===== src/coherence_pkg.sv =====
// shared types for the MESI bus; block alignment mask assumes 2-word blocks of 32-bit words (8 bytes)
package coherence_pkg;

    // one data/address word
    typedef logic [31:0] word_t;

    // clears byte and word offset, low 3 bits
    localparam word_t BLOCK_OFFSET_MASK = ~word_t'(3'b111);

    // request kind, listed in arbitration priority after none
    typedef enum logic [2:0] {
        REQ_NONE,
        REQ_EVICT,   // dWEN
        REQ_READ_X,  // dREN with ccwrite
        REQ_READ,    // dREN alone
        REQ_INV      // ccwrite alone, upgrade from S
    } req_kind_t;

    // bus controller FSM
    typedef enum logic [3:0] {
        IDLE,
        GRANT_R,
        GRANT_RX,
        GRANT_EVICT,
        GRANT_INV,
        SNOOP_R,
        SNOOP_RX,
        SNOOP_INV,
        TRANSFER_R,
        TRANSFER_RX,
        TRANSFER_R_FIN,
        READ_L2,
        BUS_TO_L1,
        WRITEBACK,
        INVALIDATE
    } bus_state_t;

    // L2 access status seen by the bus
    typedef enum logic [1:0] {
        L2_FREE,
        L2_BUSY,     // latency cycles running
        L2_ACCESS    // one cycle, data valid / write commits
    } l2_state_t;

endpackage


===== src/bus_arbiter.sv =====
// purely combinational; a CPU raising dWEN together with dREN is taken as an eviction
`timescale 1ns/10ps

module bus_arbiter import coherence_pkg::*; #(
    parameter int CPUS = 4,
    localparam int CPU_W = (CPUS > 1) ? $clog2(CPUS) : 1
) (
    input  logic [CPUS-1:0]  dREN,
    input  logic [CPUS-1:0]  dWEN,
    input  logic [CPUS-1:0]  ccwrite,
    output req_kind_t        req_kind,
    output logic [CPU_W-1:0] req_cpu
);

    // per-kind request masks, each CPU lands in at most one
    logic [CPUS-1:0] evict_v, readx_v, read_v, inv_v;

    assign evict_v = dWEN;
    assign readx_v = dREN & ccwrite & ~dWEN;
    assign read_v  = dREN & ~ccwrite & ~dWEN;
    assign inv_v   = ccwrite & ~dREN & ~dWEN;

    // highest set bit wins
    function automatic logic [CPU_W-1:0] top_cpu(input logic [CPUS-1:0] mask);
        logic [CPU_W-1:0] idx;
        idx = '0;
        for (int i = 0; i < CPUS; i++) begin
            if (mask[i]) idx = CPU_W'(i);
        end
        return idx;
    endfunction

    // kind-level choice: evict > read-x > read > inv
    always_comb begin
        req_kind = REQ_NONE;
        req_cpu  = '0;
        if (|evict_v) begin
            req_kind = REQ_EVICT;
            req_cpu  = top_cpu(evict_v);
        end else if (|readx_v) begin
            req_kind = REQ_READ_X;
            req_cpu  = top_cpu(readx_v);
        end else if (|read_v) begin
            req_kind = REQ_READ;
            req_cpu  = top_cpu(read_v);
        end else if (|inv_v) begin
            req_kind = REQ_INV;
            req_cpu  = top_cpu(inv_v);
        end
    end

endmodule


===== src/bus_ctrl.sv =====
// one request in flight; requester must hold daddr/dstore until its dwait bit drops
`timescale 1ns/10ps

module bus_ctrl import coherence_pkg::*; #(
    parameter int CPUS = 4,
    parameter int BLOCK_SIZE = 2,
    localparam int CPU_W = (CPUS > 1) ? $clog2(CPUS) : 1
) (
    input  logic                                  CLK,
    input  logic                                  nRST,
    input  req_kind_t                             req_kind,
    input  logic [CPU_W-1:0]                      req_cpu,
    input  word_t [CPUS-1:0]                      daddr,
    input  word_t [CPUS-1:0][BLOCK_SIZE-1:0]      dstore,
    input  logic                                  all_done,
    input  logic                                  any_hit,
    input  logic                                  none_present,
    input  logic                                  supplier_dirty,
    input  logic [CPU_W-1:0]                      supplier,
    input  l2_state_t                             l2_state,
    input  word_t [BLOCK_SIZE-1:0]                l2_rdata,
    output logic [CPUS-1:0]                       dwait,
    output logic [CPUS-1:0]                       ccwait,
    output logic [CPUS-1:0]                       ccinv,
    output logic [CPUS-1:0]                       ccexclusive,
    output word_t [CPUS-1:0][BLOCK_SIZE-1:0]      dload,
    output logic                                  snoop_start,
    output logic                                  snoop_capture,
    output logic [CPU_W-1:0]                      requester,
    output logic                                  l2_ren,
    output logic                                  l2_wen,
    output word_t                                 l2_addr,
    output word_t [BLOCK_SIZE-1:0]                l2_wdata
);

    bus_state_t      state, nstate;
    logic            excl;       // fill as E, nobody else has it
    logic            wb_needed;  // supplier was M, copy back after S transfer
    logic [CPUS-1:0] others;
    word_t           blk_addr;

    assign others   = ~(CPUS'(1) << requester);
    assign blk_addr = daddr[requester] & BLOCK_OFFSET_MASK;

    // next state
    always_comb begin
        nstate = state;
        case (state)
            IDLE: begin
                case (req_kind)
                    REQ_EVICT:  nstate = GRANT_EVICT;
                    REQ_READ_X: nstate = GRANT_RX;
                    REQ_READ:   nstate = GRANT_R;
                    REQ_INV:    nstate = GRANT_INV;
                    default:    nstate = IDLE;
                endcase
            end
            GRANT_R:        nstate = SNOOP_R;
            GRANT_RX:       nstate = SNOOP_RX;
            GRANT_EVICT:    nstate = WRITEBACK;
            GRANT_INV:      nstate = SNOOP_INV;
            SNOOP_R:        if (all_done) nstate = any_hit ? TRANSFER_R : READ_L2;
            SNOOP_RX:       if (all_done) nstate = any_hit ? TRANSFER_RX : READ_L2;
            SNOOP_INV:      if (all_done) nstate = INVALIDATE;
            TRANSFER_R:     nstate = TRANSFER_R_FIN;
            TRANSFER_RX:    nstate = BUS_TO_L1;
            TRANSFER_R_FIN: nstate = wb_needed ? WRITEBACK : IDLE;
            READ_L2:        if (l2_state == L2_ACCESS) nstate = BUS_TO_L1;
            BUS_TO_L1:      nstate = IDLE;
            WRITEBACK:      if (l2_state == L2_ACCESS) nstate = IDLE;  // evict / M copy-back done
            INVALIDATE:     nstate = IDLE;
            default:        nstate = IDLE;
        endcase
    end

    // outputs, decoded from state only
    always_comb begin
        dwait         = '1;
        ccwait        = '0;
        ccinv         = '0;
        ccexclusive   = '0;
        snoop_start   = 1'b0;
        snoop_capture = 1'b0;
        l2_ren        = 1'b0;
        l2_wen        = 1'b0;
        case (state)
            GRANT_R, GRANT_RX, GRANT_INV: snoop_start = 1'b1;
            GRANT_EVICT: dwait[requester] = 1'b0;  // release early, L2 write runs after
            SNOOP_R: begin
                ccwait        = others;
                snoop_capture = all_done;
            end
            SNOOP_RX, SNOOP_INV: begin
                ccwait        = others;
                ccinv         = others;  // BusRdX / BusUpgr kill other copies
                snoop_capture = all_done;
            end
            TRANSFER_R, TRANSFER_RX: ccwait = others;  // supplier keeps dstore up
            TRANSFER_R_FIN, BUS_TO_L1: begin
                dwait[requester]       = 1'b0;
                ccexclusive[requester] = excl;
            end
            READ_L2:    l2_ren = 1'b1;
            WRITEBACK:  l2_wen = 1'b1;
            INVALIDATE: dwait[requester] = 1'b0;
            default: ;
        endcase
    end

    always_ff @(posedge CLK, negedge nRST) begin
        if (!nRST) begin
            state     <= IDLE;
            requester <= '0;
            excl      <= 1'b0;
            wb_needed <= 1'b0;
        end else begin
            state <= nstate;
            case (state)
                IDLE: begin
                    if (req_kind != REQ_NONE) requester <= req_cpu;
                    excl      <= 1'b0;
                    wb_needed <= 1'b0;
                end
                TRANSFER_R: begin
                    excl      <= none_present;
                    wb_needed <= supplier_dirty;
                end
                TRANSFER_RX, READ_L2: excl <= none_present;  // captured at end of snoop
                default: ;
            endcase
        end
    end

    // block and address payload
    always_ff @(posedge CLK) begin
        case (state)
            GRANT_EVICT: begin
                l2_addr  <= blk_addr;
                l2_wdata <= dstore[requester];
            end
            GRANT_R, GRANT_RX: l2_addr <= blk_addr;  // miss fill or later copy-back
            TRANSFER_R: begin
                dload[requester] <= dstore[supplier];
                l2_wdata         <= dstore[supplier];
            end
            TRANSFER_RX: dload[requester] <= dstore[supplier];  // cache to cache
            READ_L2: begin
                if (l2_state == L2_ACCESS) dload[requester] <= l2_rdata;
            end
            default: ;
        endcase
    end

endmodule


===== src/coherence_bus.sv =====
// bus side only; L1 caches sit outside and follow the dwait / ccwait handshake
`timescale 1ns/10ps

module coherence_bus import coherence_pkg::*; #(
    parameter int CPUS = 4,
    parameter int BLOCK_SIZE = 2,
    parameter int L2_BLOCKS = 16,
    parameter int L2_LATENCY = 3
) (
    input  logic                              CLK,
    input  logic                              nRST,
    input  logic [CPUS-1:0]                   dREN,
    input  logic [CPUS-1:0]                   dWEN,
    input  logic [CPUS-1:0]                   ccwrite,
    input  word_t [CPUS-1:0]                  daddr,
    input  word_t [CPUS-1:0][BLOCK_SIZE-1:0]  dstore,
    input  logic [CPUS-1:0]                   ccsnoopdone,
    input  logic [CPUS-1:0]                   ccsnoophit,
    input  logic [CPUS-1:0]                   ccIsPresent,
    input  logic [CPUS-1:0]                   ccdirty,
    output logic [CPUS-1:0]                   dwait,
    output word_t [CPUS-1:0][BLOCK_SIZE-1:0]  dload,
    output word_t [CPUS-1:0]                  ccsnoopaddr,
    output logic [CPUS-1:0]                   ccwait,
    output logic [CPUS-1:0]                   ccinv,
    output logic [CPUS-1:0]                   ccexclusive
);

    localparam int CPU_W = (CPUS > 1) ? $clog2(CPUS) : 1;

    req_kind_t              req_kind;
    logic [CPU_W-1:0]       req_cpu, requester, supplier;
    logic                   snoop_start, snoop_capture;
    logic                   all_done, any_hit, none_present, supplier_dirty;
    logic                   l2_ren, l2_wen;
    word_t                  l2_addr;
    word_t [BLOCK_SIZE-1:0] l2_wdata, l2_rdata;
    l2_state_t              l2_state;

    bus_arbiter #(.CPUS(CPUS)) arb (
        .dREN(dREN), .dWEN(dWEN), .ccwrite(ccwrite),
        .req_kind(req_kind), .req_cpu(req_cpu)
    );

    snoop_unit #(.CPUS(CPUS)) snoop (
        .CLK(CLK), .nRST(nRST), .daddr(daddr), .requester(requester),
        .snoop_start(snoop_start), .snoop_capture(snoop_capture),
        .ccsnoopdone(ccsnoopdone), .ccsnoophit(ccsnoophit),
        .ccIsPresent(ccIsPresent), .ccdirty(ccdirty), .ccsnoopaddr(ccsnoopaddr),
        .all_done(all_done), .any_hit(any_hit), .none_present(none_present),
        .supplier_dirty(supplier_dirty), .supplier(supplier)
    );

    bus_ctrl #(.CPUS(CPUS), .BLOCK_SIZE(BLOCK_SIZE)) ctrl (
        .CLK(CLK), .nRST(nRST), .req_kind(req_kind), .req_cpu(req_cpu),
        .daddr(daddr), .dstore(dstore), .all_done(all_done), .any_hit(any_hit),
        .none_present(none_present), .supplier_dirty(supplier_dirty),
        .supplier(supplier), .l2_state(l2_state), .l2_rdata(l2_rdata),
        .dwait(dwait), .ccwait(ccwait), .ccinv(ccinv), .ccexclusive(ccexclusive),
        .dload(dload), .snoop_start(snoop_start), .snoop_capture(snoop_capture),
        .requester(requester), .l2_ren(l2_ren), .l2_wen(l2_wen),
        .l2_addr(l2_addr), .l2_wdata(l2_wdata)
    );

    l2_store #(.BLOCK_SIZE(BLOCK_SIZE), .L2_BLOCKS(L2_BLOCKS), .L2_LATENCY(L2_LATENCY)) l2 (
        .CLK(CLK), .nRST(nRST), .l2_ren(l2_ren), .l2_wen(l2_wen),
        .l2_addr(l2_addr), .l2_wdata(l2_wdata),
        .l2_rdata(l2_rdata), .l2_state(l2_state)
    );

endmodule


===== src/l2_store.sv =====
// fixed-latency block store, L2_LATENCY >= 1, L2_BLOCKS a power of two >= 2; request held until L2_ACCESS
`timescale 1ns/10ps

module l2_store import coherence_pkg::*; #(
    parameter int BLOCK_SIZE = 2,
    parameter int L2_BLOCKS = 16,
    parameter int L2_LATENCY = 3
) (
    input  logic                   CLK,
    input  logic                   nRST,
    input  logic                   l2_ren,
    input  logic                   l2_wen,
    input  word_t                  l2_addr,
    input  word_t [BLOCK_SIZE-1:0] l2_wdata,
    output word_t [BLOCK_SIZE-1:0] l2_rdata,
    output l2_state_t              l2_state
);

    localparam int OFFSET_W = 3;  // matches BLOCK_OFFSET_MASK
    localparam int IDX_W = $clog2(L2_BLOCKS);
    localparam int CNT_W = $clog2(L2_LATENCY + 1);

    word_t [BLOCK_SIZE-1:0] mem [L2_BLOCKS];
    l2_state_t              st;
    logic [CNT_W-1:0]       busy_cnt;  // busy cycles already spent
    logic [IDX_W-1:0]       idx;
    logic                   req;

    assign idx      = l2_addr[OFFSET_W +: IDX_W];
    assign req      = l2_ren | l2_wen;
    assign l2_rdata = mem[idx];
    // first request cycle already counts as busy
    assign l2_state = (st == L2_FREE && req) ? L2_BUSY : st;

    always_ff @(posedge CLK, negedge nRST) begin
        if (!nRST) begin
            st       <= L2_FREE;
            busy_cnt <= '0;
            for (int i = 0; i < L2_BLOCKS; i++) begin
                mem[i] <= '0;
            end
        end else begin
            case (st)
                L2_FREE: begin
                    if (req) begin
                        busy_cnt <= CNT_W'(1);
                        st       <= (L2_LATENCY == 1) ? L2_ACCESS : L2_BUSY;
                    end
                end
                L2_BUSY: begin
                    if (busy_cnt == CNT_W'(L2_LATENCY - 1)) st <= L2_ACCESS;
                    else busy_cnt <= busy_cnt + 1'b1;
                end
                L2_ACCESS: begin
                    if (l2_wen) mem[idx] <= l2_wdata;  // commit at end of access
                    st <= L2_FREE;
                end
                default: st <= L2_FREE;
            endcase
        end
    end

endmodule


===== src/snoop_unit.sv =====
// snoop responses are sampled only on snoop_capture; caches must hold them until ccwait drops
`timescale 1ns/10ps

module snoop_unit import coherence_pkg::*; #(
    parameter int CPUS = 4,
    localparam int CPU_W = (CPUS > 1) ? $clog2(CPUS) : 1
) (
    input  logic                  CLK,
    input  logic                  nRST,
    input  word_t [CPUS-1:0]      daddr,
    input  logic [CPU_W-1:0]      requester,
    input  logic                  snoop_start,
    input  logic                  snoop_capture,
    input  logic [CPUS-1:0]       ccsnoopdone,
    input  logic [CPUS-1:0]       ccsnoophit,
    input  logic [CPUS-1:0]       ccIsPresent,
    input  logic [CPUS-1:0]       ccdirty,
    output word_t [CPUS-1:0]      ccsnoopaddr,
    output logic                  all_done,
    output logic                  any_hit,
    output logic                  none_present,
    output logic                  supplier_dirty,
    output logic [CPU_W-1:0]      supplier
);

    logic [CPUS-1:0]  req_mask;  // one-hot requester
    logic [CPUS-1:0]  others;    // everyone being snooped
    logic [CPU_W-1:0] hit_cpu;

    assign req_mask = CPUS'(1) << requester;
    assign others   = ~req_mask;
    assign all_done = &(ccsnoopdone | req_mask);  // requester never answers itself
    assign any_hit  = |(ccsnoophit & others);

    // highest hitting non-requester supplies
    always_comb begin
        hit_cpu = '0;
        for (int i = 0; i < CPUS; i++) begin
            if (ccsnoophit[i] && others[i]) hit_cpu = CPU_W'(i);
        end
    end

    always_ff @(posedge CLK, negedge nRST) begin
        if (!nRST) begin
            ccsnoopaddr    <= '0;
            supplier       <= '0;
            none_present   <= 1'b0;
            supplier_dirty <= 1'b0;
        end else begin
            if (snoop_start) begin
                for (int i = 0; i < CPUS; i++) begin
                    if (others[i]) ccsnoopaddr[i] <= daddr[requester] & BLOCK_OFFSET_MASK;
                end
            end
            if (snoop_capture) begin
                supplier       <= hit_cpu;
                none_present   <= ~|(ccIsPresent & others);  // drives E on fill
                supplier_dirty <= ccdirty[hit_cpu] & any_hit;
            end
        end
    end

endmodule


===== config.mk =====
export PLATFORM = sky130hd
export DESIGN_NAME = coherence_bus
export DESIGN_NICKNAME = d
export VERILOG_FILES = /design/src/coherence_pkg.sv /design/src/bus_arbiter.sv /design/src/bus_ctrl.sv /design/src/coherence_bus.sv /design/src/l2_store.sv /design/src/snoop_unit.sv
export SDC_FILE = /design/constraint.sdc
export NUM_CORES = 2
export LEC_CHECK = 0
export BUFFER_PORTS_ARGS = -buffer_cell sky130_fd_sc_hd__buf_2
export CAP_MARGIN = 20
export CORE_MARGIN = 2
export CORE_UTILIZATION = 40
export CTS_BUF_LIST = sky130_fd_sc_hd__clkbuf_16
export CTS_CLUSTER_SIZE = 24
export DETAILED_ROUTE_END_ITERATION = 16
export SKIP_CTS_REPAIR_TIMING = 1
export SKIP_LAST_GASP = 1
export SLEW_MARGIN = 20
export SYNTH_ARGS = -nofsm -noshare
export SYNTH_HDL_FRONTEND = slang
export SYNTH_SLANG_ARGS = --single-unit

===== constraint.sdc =====
create_clock -name CLK -period 11.7 [get_ports CLK]
set_input_delay 1.755 -clock CLK [delete_from_list [all_inputs] [get_ports CLK]]
set_output_delay 1.755 -clock CLK [all_outputs]
set_load 0.01 [all_outputs]

==> results.sh <==
export IMPL_grt_pass1_wl_um=297000
export IMPL_grt_remaining_overflow=0
export IMPL_cts_buffer_depth=3
export IMPL_dpl_cell_area_um2=73400
export IMPL_cts_tree="yes"
export IMPL_synth_area_per_cell_um2=15.4
export IMPL_maxSlewHeadroom_pct=24.4
export IMPL_final_cell_area_um2=78700
export IMPL_drc=0
export IMPL_crit_buf_inv=3
export IMPL_hold_path_endpoint="snoop.ccsnoopaddr[127]"
export IMPL_rsz0062_at_grt="no"
export IMPL_drt_iter0_markers=2618
export IMPL_min_from="snoop.ccsnoopaddr[127]"
export IMPL_die_w_um=415
export IMPL_clockRootBuffer="clkbuf_16"
export IMPL_ant_nets=0
export IMPL_cts_sinks=1480
export IMPL_r2r_end="ctrl.dload[48]"
export IMPL_internal_power_w=0.0106
export IMPL_grt_util_met2_pct=39.7
export IMPL_cp_data_arrival_time_ns=3.53
export IMPL_postSynthCellCount=4386
export IMPL_hpwlAfterDp_um=127000
export IMPL_grtUsageTotal_pct=23.3
export IMPL_crit_path_frequent_cell="buf_4"
export IMPL_yosys_warnings=0
export IMPL_crit_chain="buf_4, nand2b_4, buf_4, nor2_1, buf_2"
export IMPL_grt_pass1_vias=43500
export IMPL_worstMarginPinSlew_ns=1.13
export IMPL_crit_slowest_cell="dfrtp_4"
export IMPL_cp_required_ns=9.95
export IMPL_io_pins=814
export IMPL_setup_viol=0
export IMPL_reg2reg_from="ctrl.l2_addr[4]"
export IMPL_synth_ff_type="dfrtp_1"
export IMPL_fin_crit_sh_pct=45.2
export IMPL_synth_edf_count=324
export IMPL_max_freq_ghz=0.189
export IMPL_ys_seq_area_share_pct=57.1
export IMPL_drive_above_1_share_pct=51.4
export IMPL_critPathLaunchType="flop"
export IMPL_max_cap_viol_count=0
export IMPL_powerDensity_nw_per_um2=207
export IMPL_grtUsageMet3_pct=4.08
export IMPL_crit_type="reg2out"
export IMPL_regArea_um2=38700
export IMPL_post_route_util_pct=47.0
export IMPL_antenna_found_initial=14
export IMPL_hold_path_class="reg2reg"
export IMPL_insertion_delay_ns=0.79
export IMPL_firstDrtPassIters=5
export IMPL_sequentialPowerShare_pct=40.0
export IMPL_n_fill_cell=14800
export IMPL_ys_seq_elements=1480
export IMPL_dieArea_um2=172000
export IMPL_place_congestion=0.926
export IMPL_pwr_share_comb_pct=28.6
export IMPL_switchingPower_w=0.00564
export IMPL_syn_area_um2=67700
export IMPL_numCtsBuffers=162
export IMPL_layout_commonest_cell="dfrtp_1"
export IMPL_cts_max_level=4
export IMPL_irDropWorstVdd_mv=0.272
export IMPL_status="completed"
export IMPL_rrSetupSlack_ns=6.98
export IMPL_wl_um=202000
export IMPL_switching_share_pct=34.7
export IMPL_grt_busiest_layer="met2"
export IMPL_syn2layout_area_growth_pct=16.3
export IMPL_wl_per_cell_um=27.4
export IMPL_die_y_um=415
export IMPL_grtUsageMet1_pct=30.5
export IMPL_coreArea_um2=168000
export IMPL_slowest_delay_ns=0.73
export IMPL_vias=41200
export IMPL_place_inst=7091
export IMPL_multi_input_area_um2=27300
export IMPL_cp_end_kind="output port"
export IMPL_finalClockSkew_ns=0.0306
export IMPL_fin_nets=5466
export IMPL_synthArstFlopShare_pct=78.1
export IMPL_synth_cell_type_count=62
export IMPL_power_leakage_nw=36.7
export IMPL_start_util_pct=40.4
export IMPL_crit_fanout=38
export IMPL_mostFrequentLayoutCells="1152 x dfrtp_1, 1136 x mux2_2, 788 x buf_2"
export IMPL_power_total_w=0.0163
export IMPL_final_cells=7396
export IMPL_period_needed_ns=5.29
export IMPL_clk_pin_slew_ns=0.07
export IMPL_rows=150
export IMPL_drv_slew=0
export IMPL_critical_path_top_delay_family="buffers and inverters"
export IMPL_p_clk_share_pct=31.4
export IMPL_finalSetupTns_ns=0
export IMPL_ff2ff_path_depth=8
export IMPL_grt_max_degree=173
export IMPL_hold_depth=2
export IMPL_port_buffers=789
export IMPL_finalHoldViolCount=0
export IMPL_post_drt_via_cell_ratio=5.57
==> worst reg2reg max path, cell delays in order, from the launching register on <==
cell      delay [ns]
edfxtp_1        0.39
buf_4           0.73
buf_4           0.89
buf_4           0.88
mux4_2          0.44
mux2i_1         0.20
o22ai_1         0.10
a21oi_1         0.74
nor2_1          0.08
==> power groups by stage <==
stage / combinational (W) / sequential (W) / clock [W]
after global routing: 0.00500 / 0.00660 / 0.00543
after global placement: 0.00472 / 0.00658 / 0
after CTS: 0.00476 / 0.00652 / 0.00521
final: 0.00466 / 0.00652 / 0.00511
after floorplan: 0.00297 / 0.00637 / 0
after detailed placement: 0.00475 / 0.00660 / 0
==> cell type report <==
| class | instances | area share (%) |
|---|---|---|
| antenna | 4 | 0.0127 |
| clock buffer | 167 | 5.31 |
| clock inverter | 134 | 1.40 |
| inverter | 16 | 0.0763 |
| multi-input combinational | 2521 | 34.7 |
| sequential | 1480 | 49.1 |
| tap | 2204 | 3.50 |
| timing repair buffer | 870 | 5.91 |
==> routing by layer <==
metal / part of all wire (%) / routed length, µm / up-vias
met5: 0.012 / 24 / -
met4: 2.9 / 5940 / 4
met3: 5.2 / 10500 / 286
met2: 51 / 102000 / 1179
met1: 41 / 83500 / 22000
li1: - / - / 17700
==> kinds of logic (layout without fill, tap and decap cells) <==
kind of cell             Yosys count  count (layout)  share of synthesized area (%)
multiplexers                    1682            1682                           34.1
flip-flops                      1480            1480                           57.1
AND/OR/NAND/NOR                  520             520                           3.23
buffers and inverters            396            1187                           2.89
AO/OA/AOI/OAI                    303             303                           2.59
adder cells (fa/ha/maj)            2               2                         0.0333
XOR/XNOR                           2               2                         0.0259
other                              1              16                        0.00554
==> state kept, by name, summed over array words and instances (netlist names) <==
| signal | flops |
|---|---|
| l2.mem | 1024 |
| ctrl.dload | 256 |
| snoop.ccsnoopaddr | 116 |
| ctrl.l2_wdata | 64 |
| ctrl.l2_addr | 4 |
| ctrl.state | 4 |
| ctrl.requester | 2 |
| l2.busy_cnt | 2 |
| l2.st | 2 |
| snoop.supplier | 2 |
| ctrl.excl | 1 |
| ctrl.wb_needed | 1 |
| snoop.none_present | 1 |
| snoop.supplier_dirty | 1 |
==> synthesized netlist by cell type (2+ instances only) <==
library cell	instances	share of area, %
buf_2	107	0.79
nand2b_1	9	0.083
a21oi_1	88	0.65
a22o_1	2	0.026
nand2_2	6	0.055
nor2_1	304	1.7
mux2_2	1136	19
o31a_1	2	0.026
and3_1	2	0.018
mux4_2	384	13
inv_1	16	0.089
nor2_2	2	0.018
nand3b_1	2	0.022
mux2i_1	149	2.2
nand4_1	3	0.028
buf_6	31	0.52
buf_4	27	0.30
a21boi_0	18	0.20
and2_1	5	0.046
a22oi_1	13	0.14
nand2_1	140	0.78
buf_1	36	0.20
or4_4	2	0.033
clkbuf_1	178	0.99
edfxtp_1	324	14
or3b_2	2	0.026
mux2_1	13	0.22
o22ai_1	68	0.63
and3b_1	2	0.026
nor3_4	2	0.048
nor4_1	7	0.065
nor2b_1	9	0.083
nand3_1	8	0.059
a31oi_1	4	0.037
nor3_1	4	0.030
nor3b_1	7	0.078
dfrtp_1	1156	43
o21ai_0	94	0.70
==> how the worst max path moves through the flow <==
stage | from | to | slack, ns | depth (start not counted)
after floorplan | ctrl.state[3] | ctrl.l2_wdata[0] | 7.05 | 5
after global placement | ctrl.l2_addr[4] | ctrl.dload[20] | 7.01 | 8
after detailed placement | ctrl.l2_addr[4] | ctrl.dload[46] | 6.94 | 8
after CTS | ctrl.requester[0] | ccexclusive[2] | 6.27 | 5
after global routing | ctrl.requester[0] | ccexclusive[2] | 6.20 | 5
final | ctrl.requester[0] | ccexclusive[2] | 6.41 | 5
==> stage by stage <==
step,hold WS [ns],worst slack (ns)
global placement,0.459,7.01
global route,0.503,6.20
detailed placement,0.467,6.94
CTS,0.482,6.27
finish,0.479,6.41
floorplan,0.453,7.05
No activity file was read; power rests on OpenSTA's default activity.
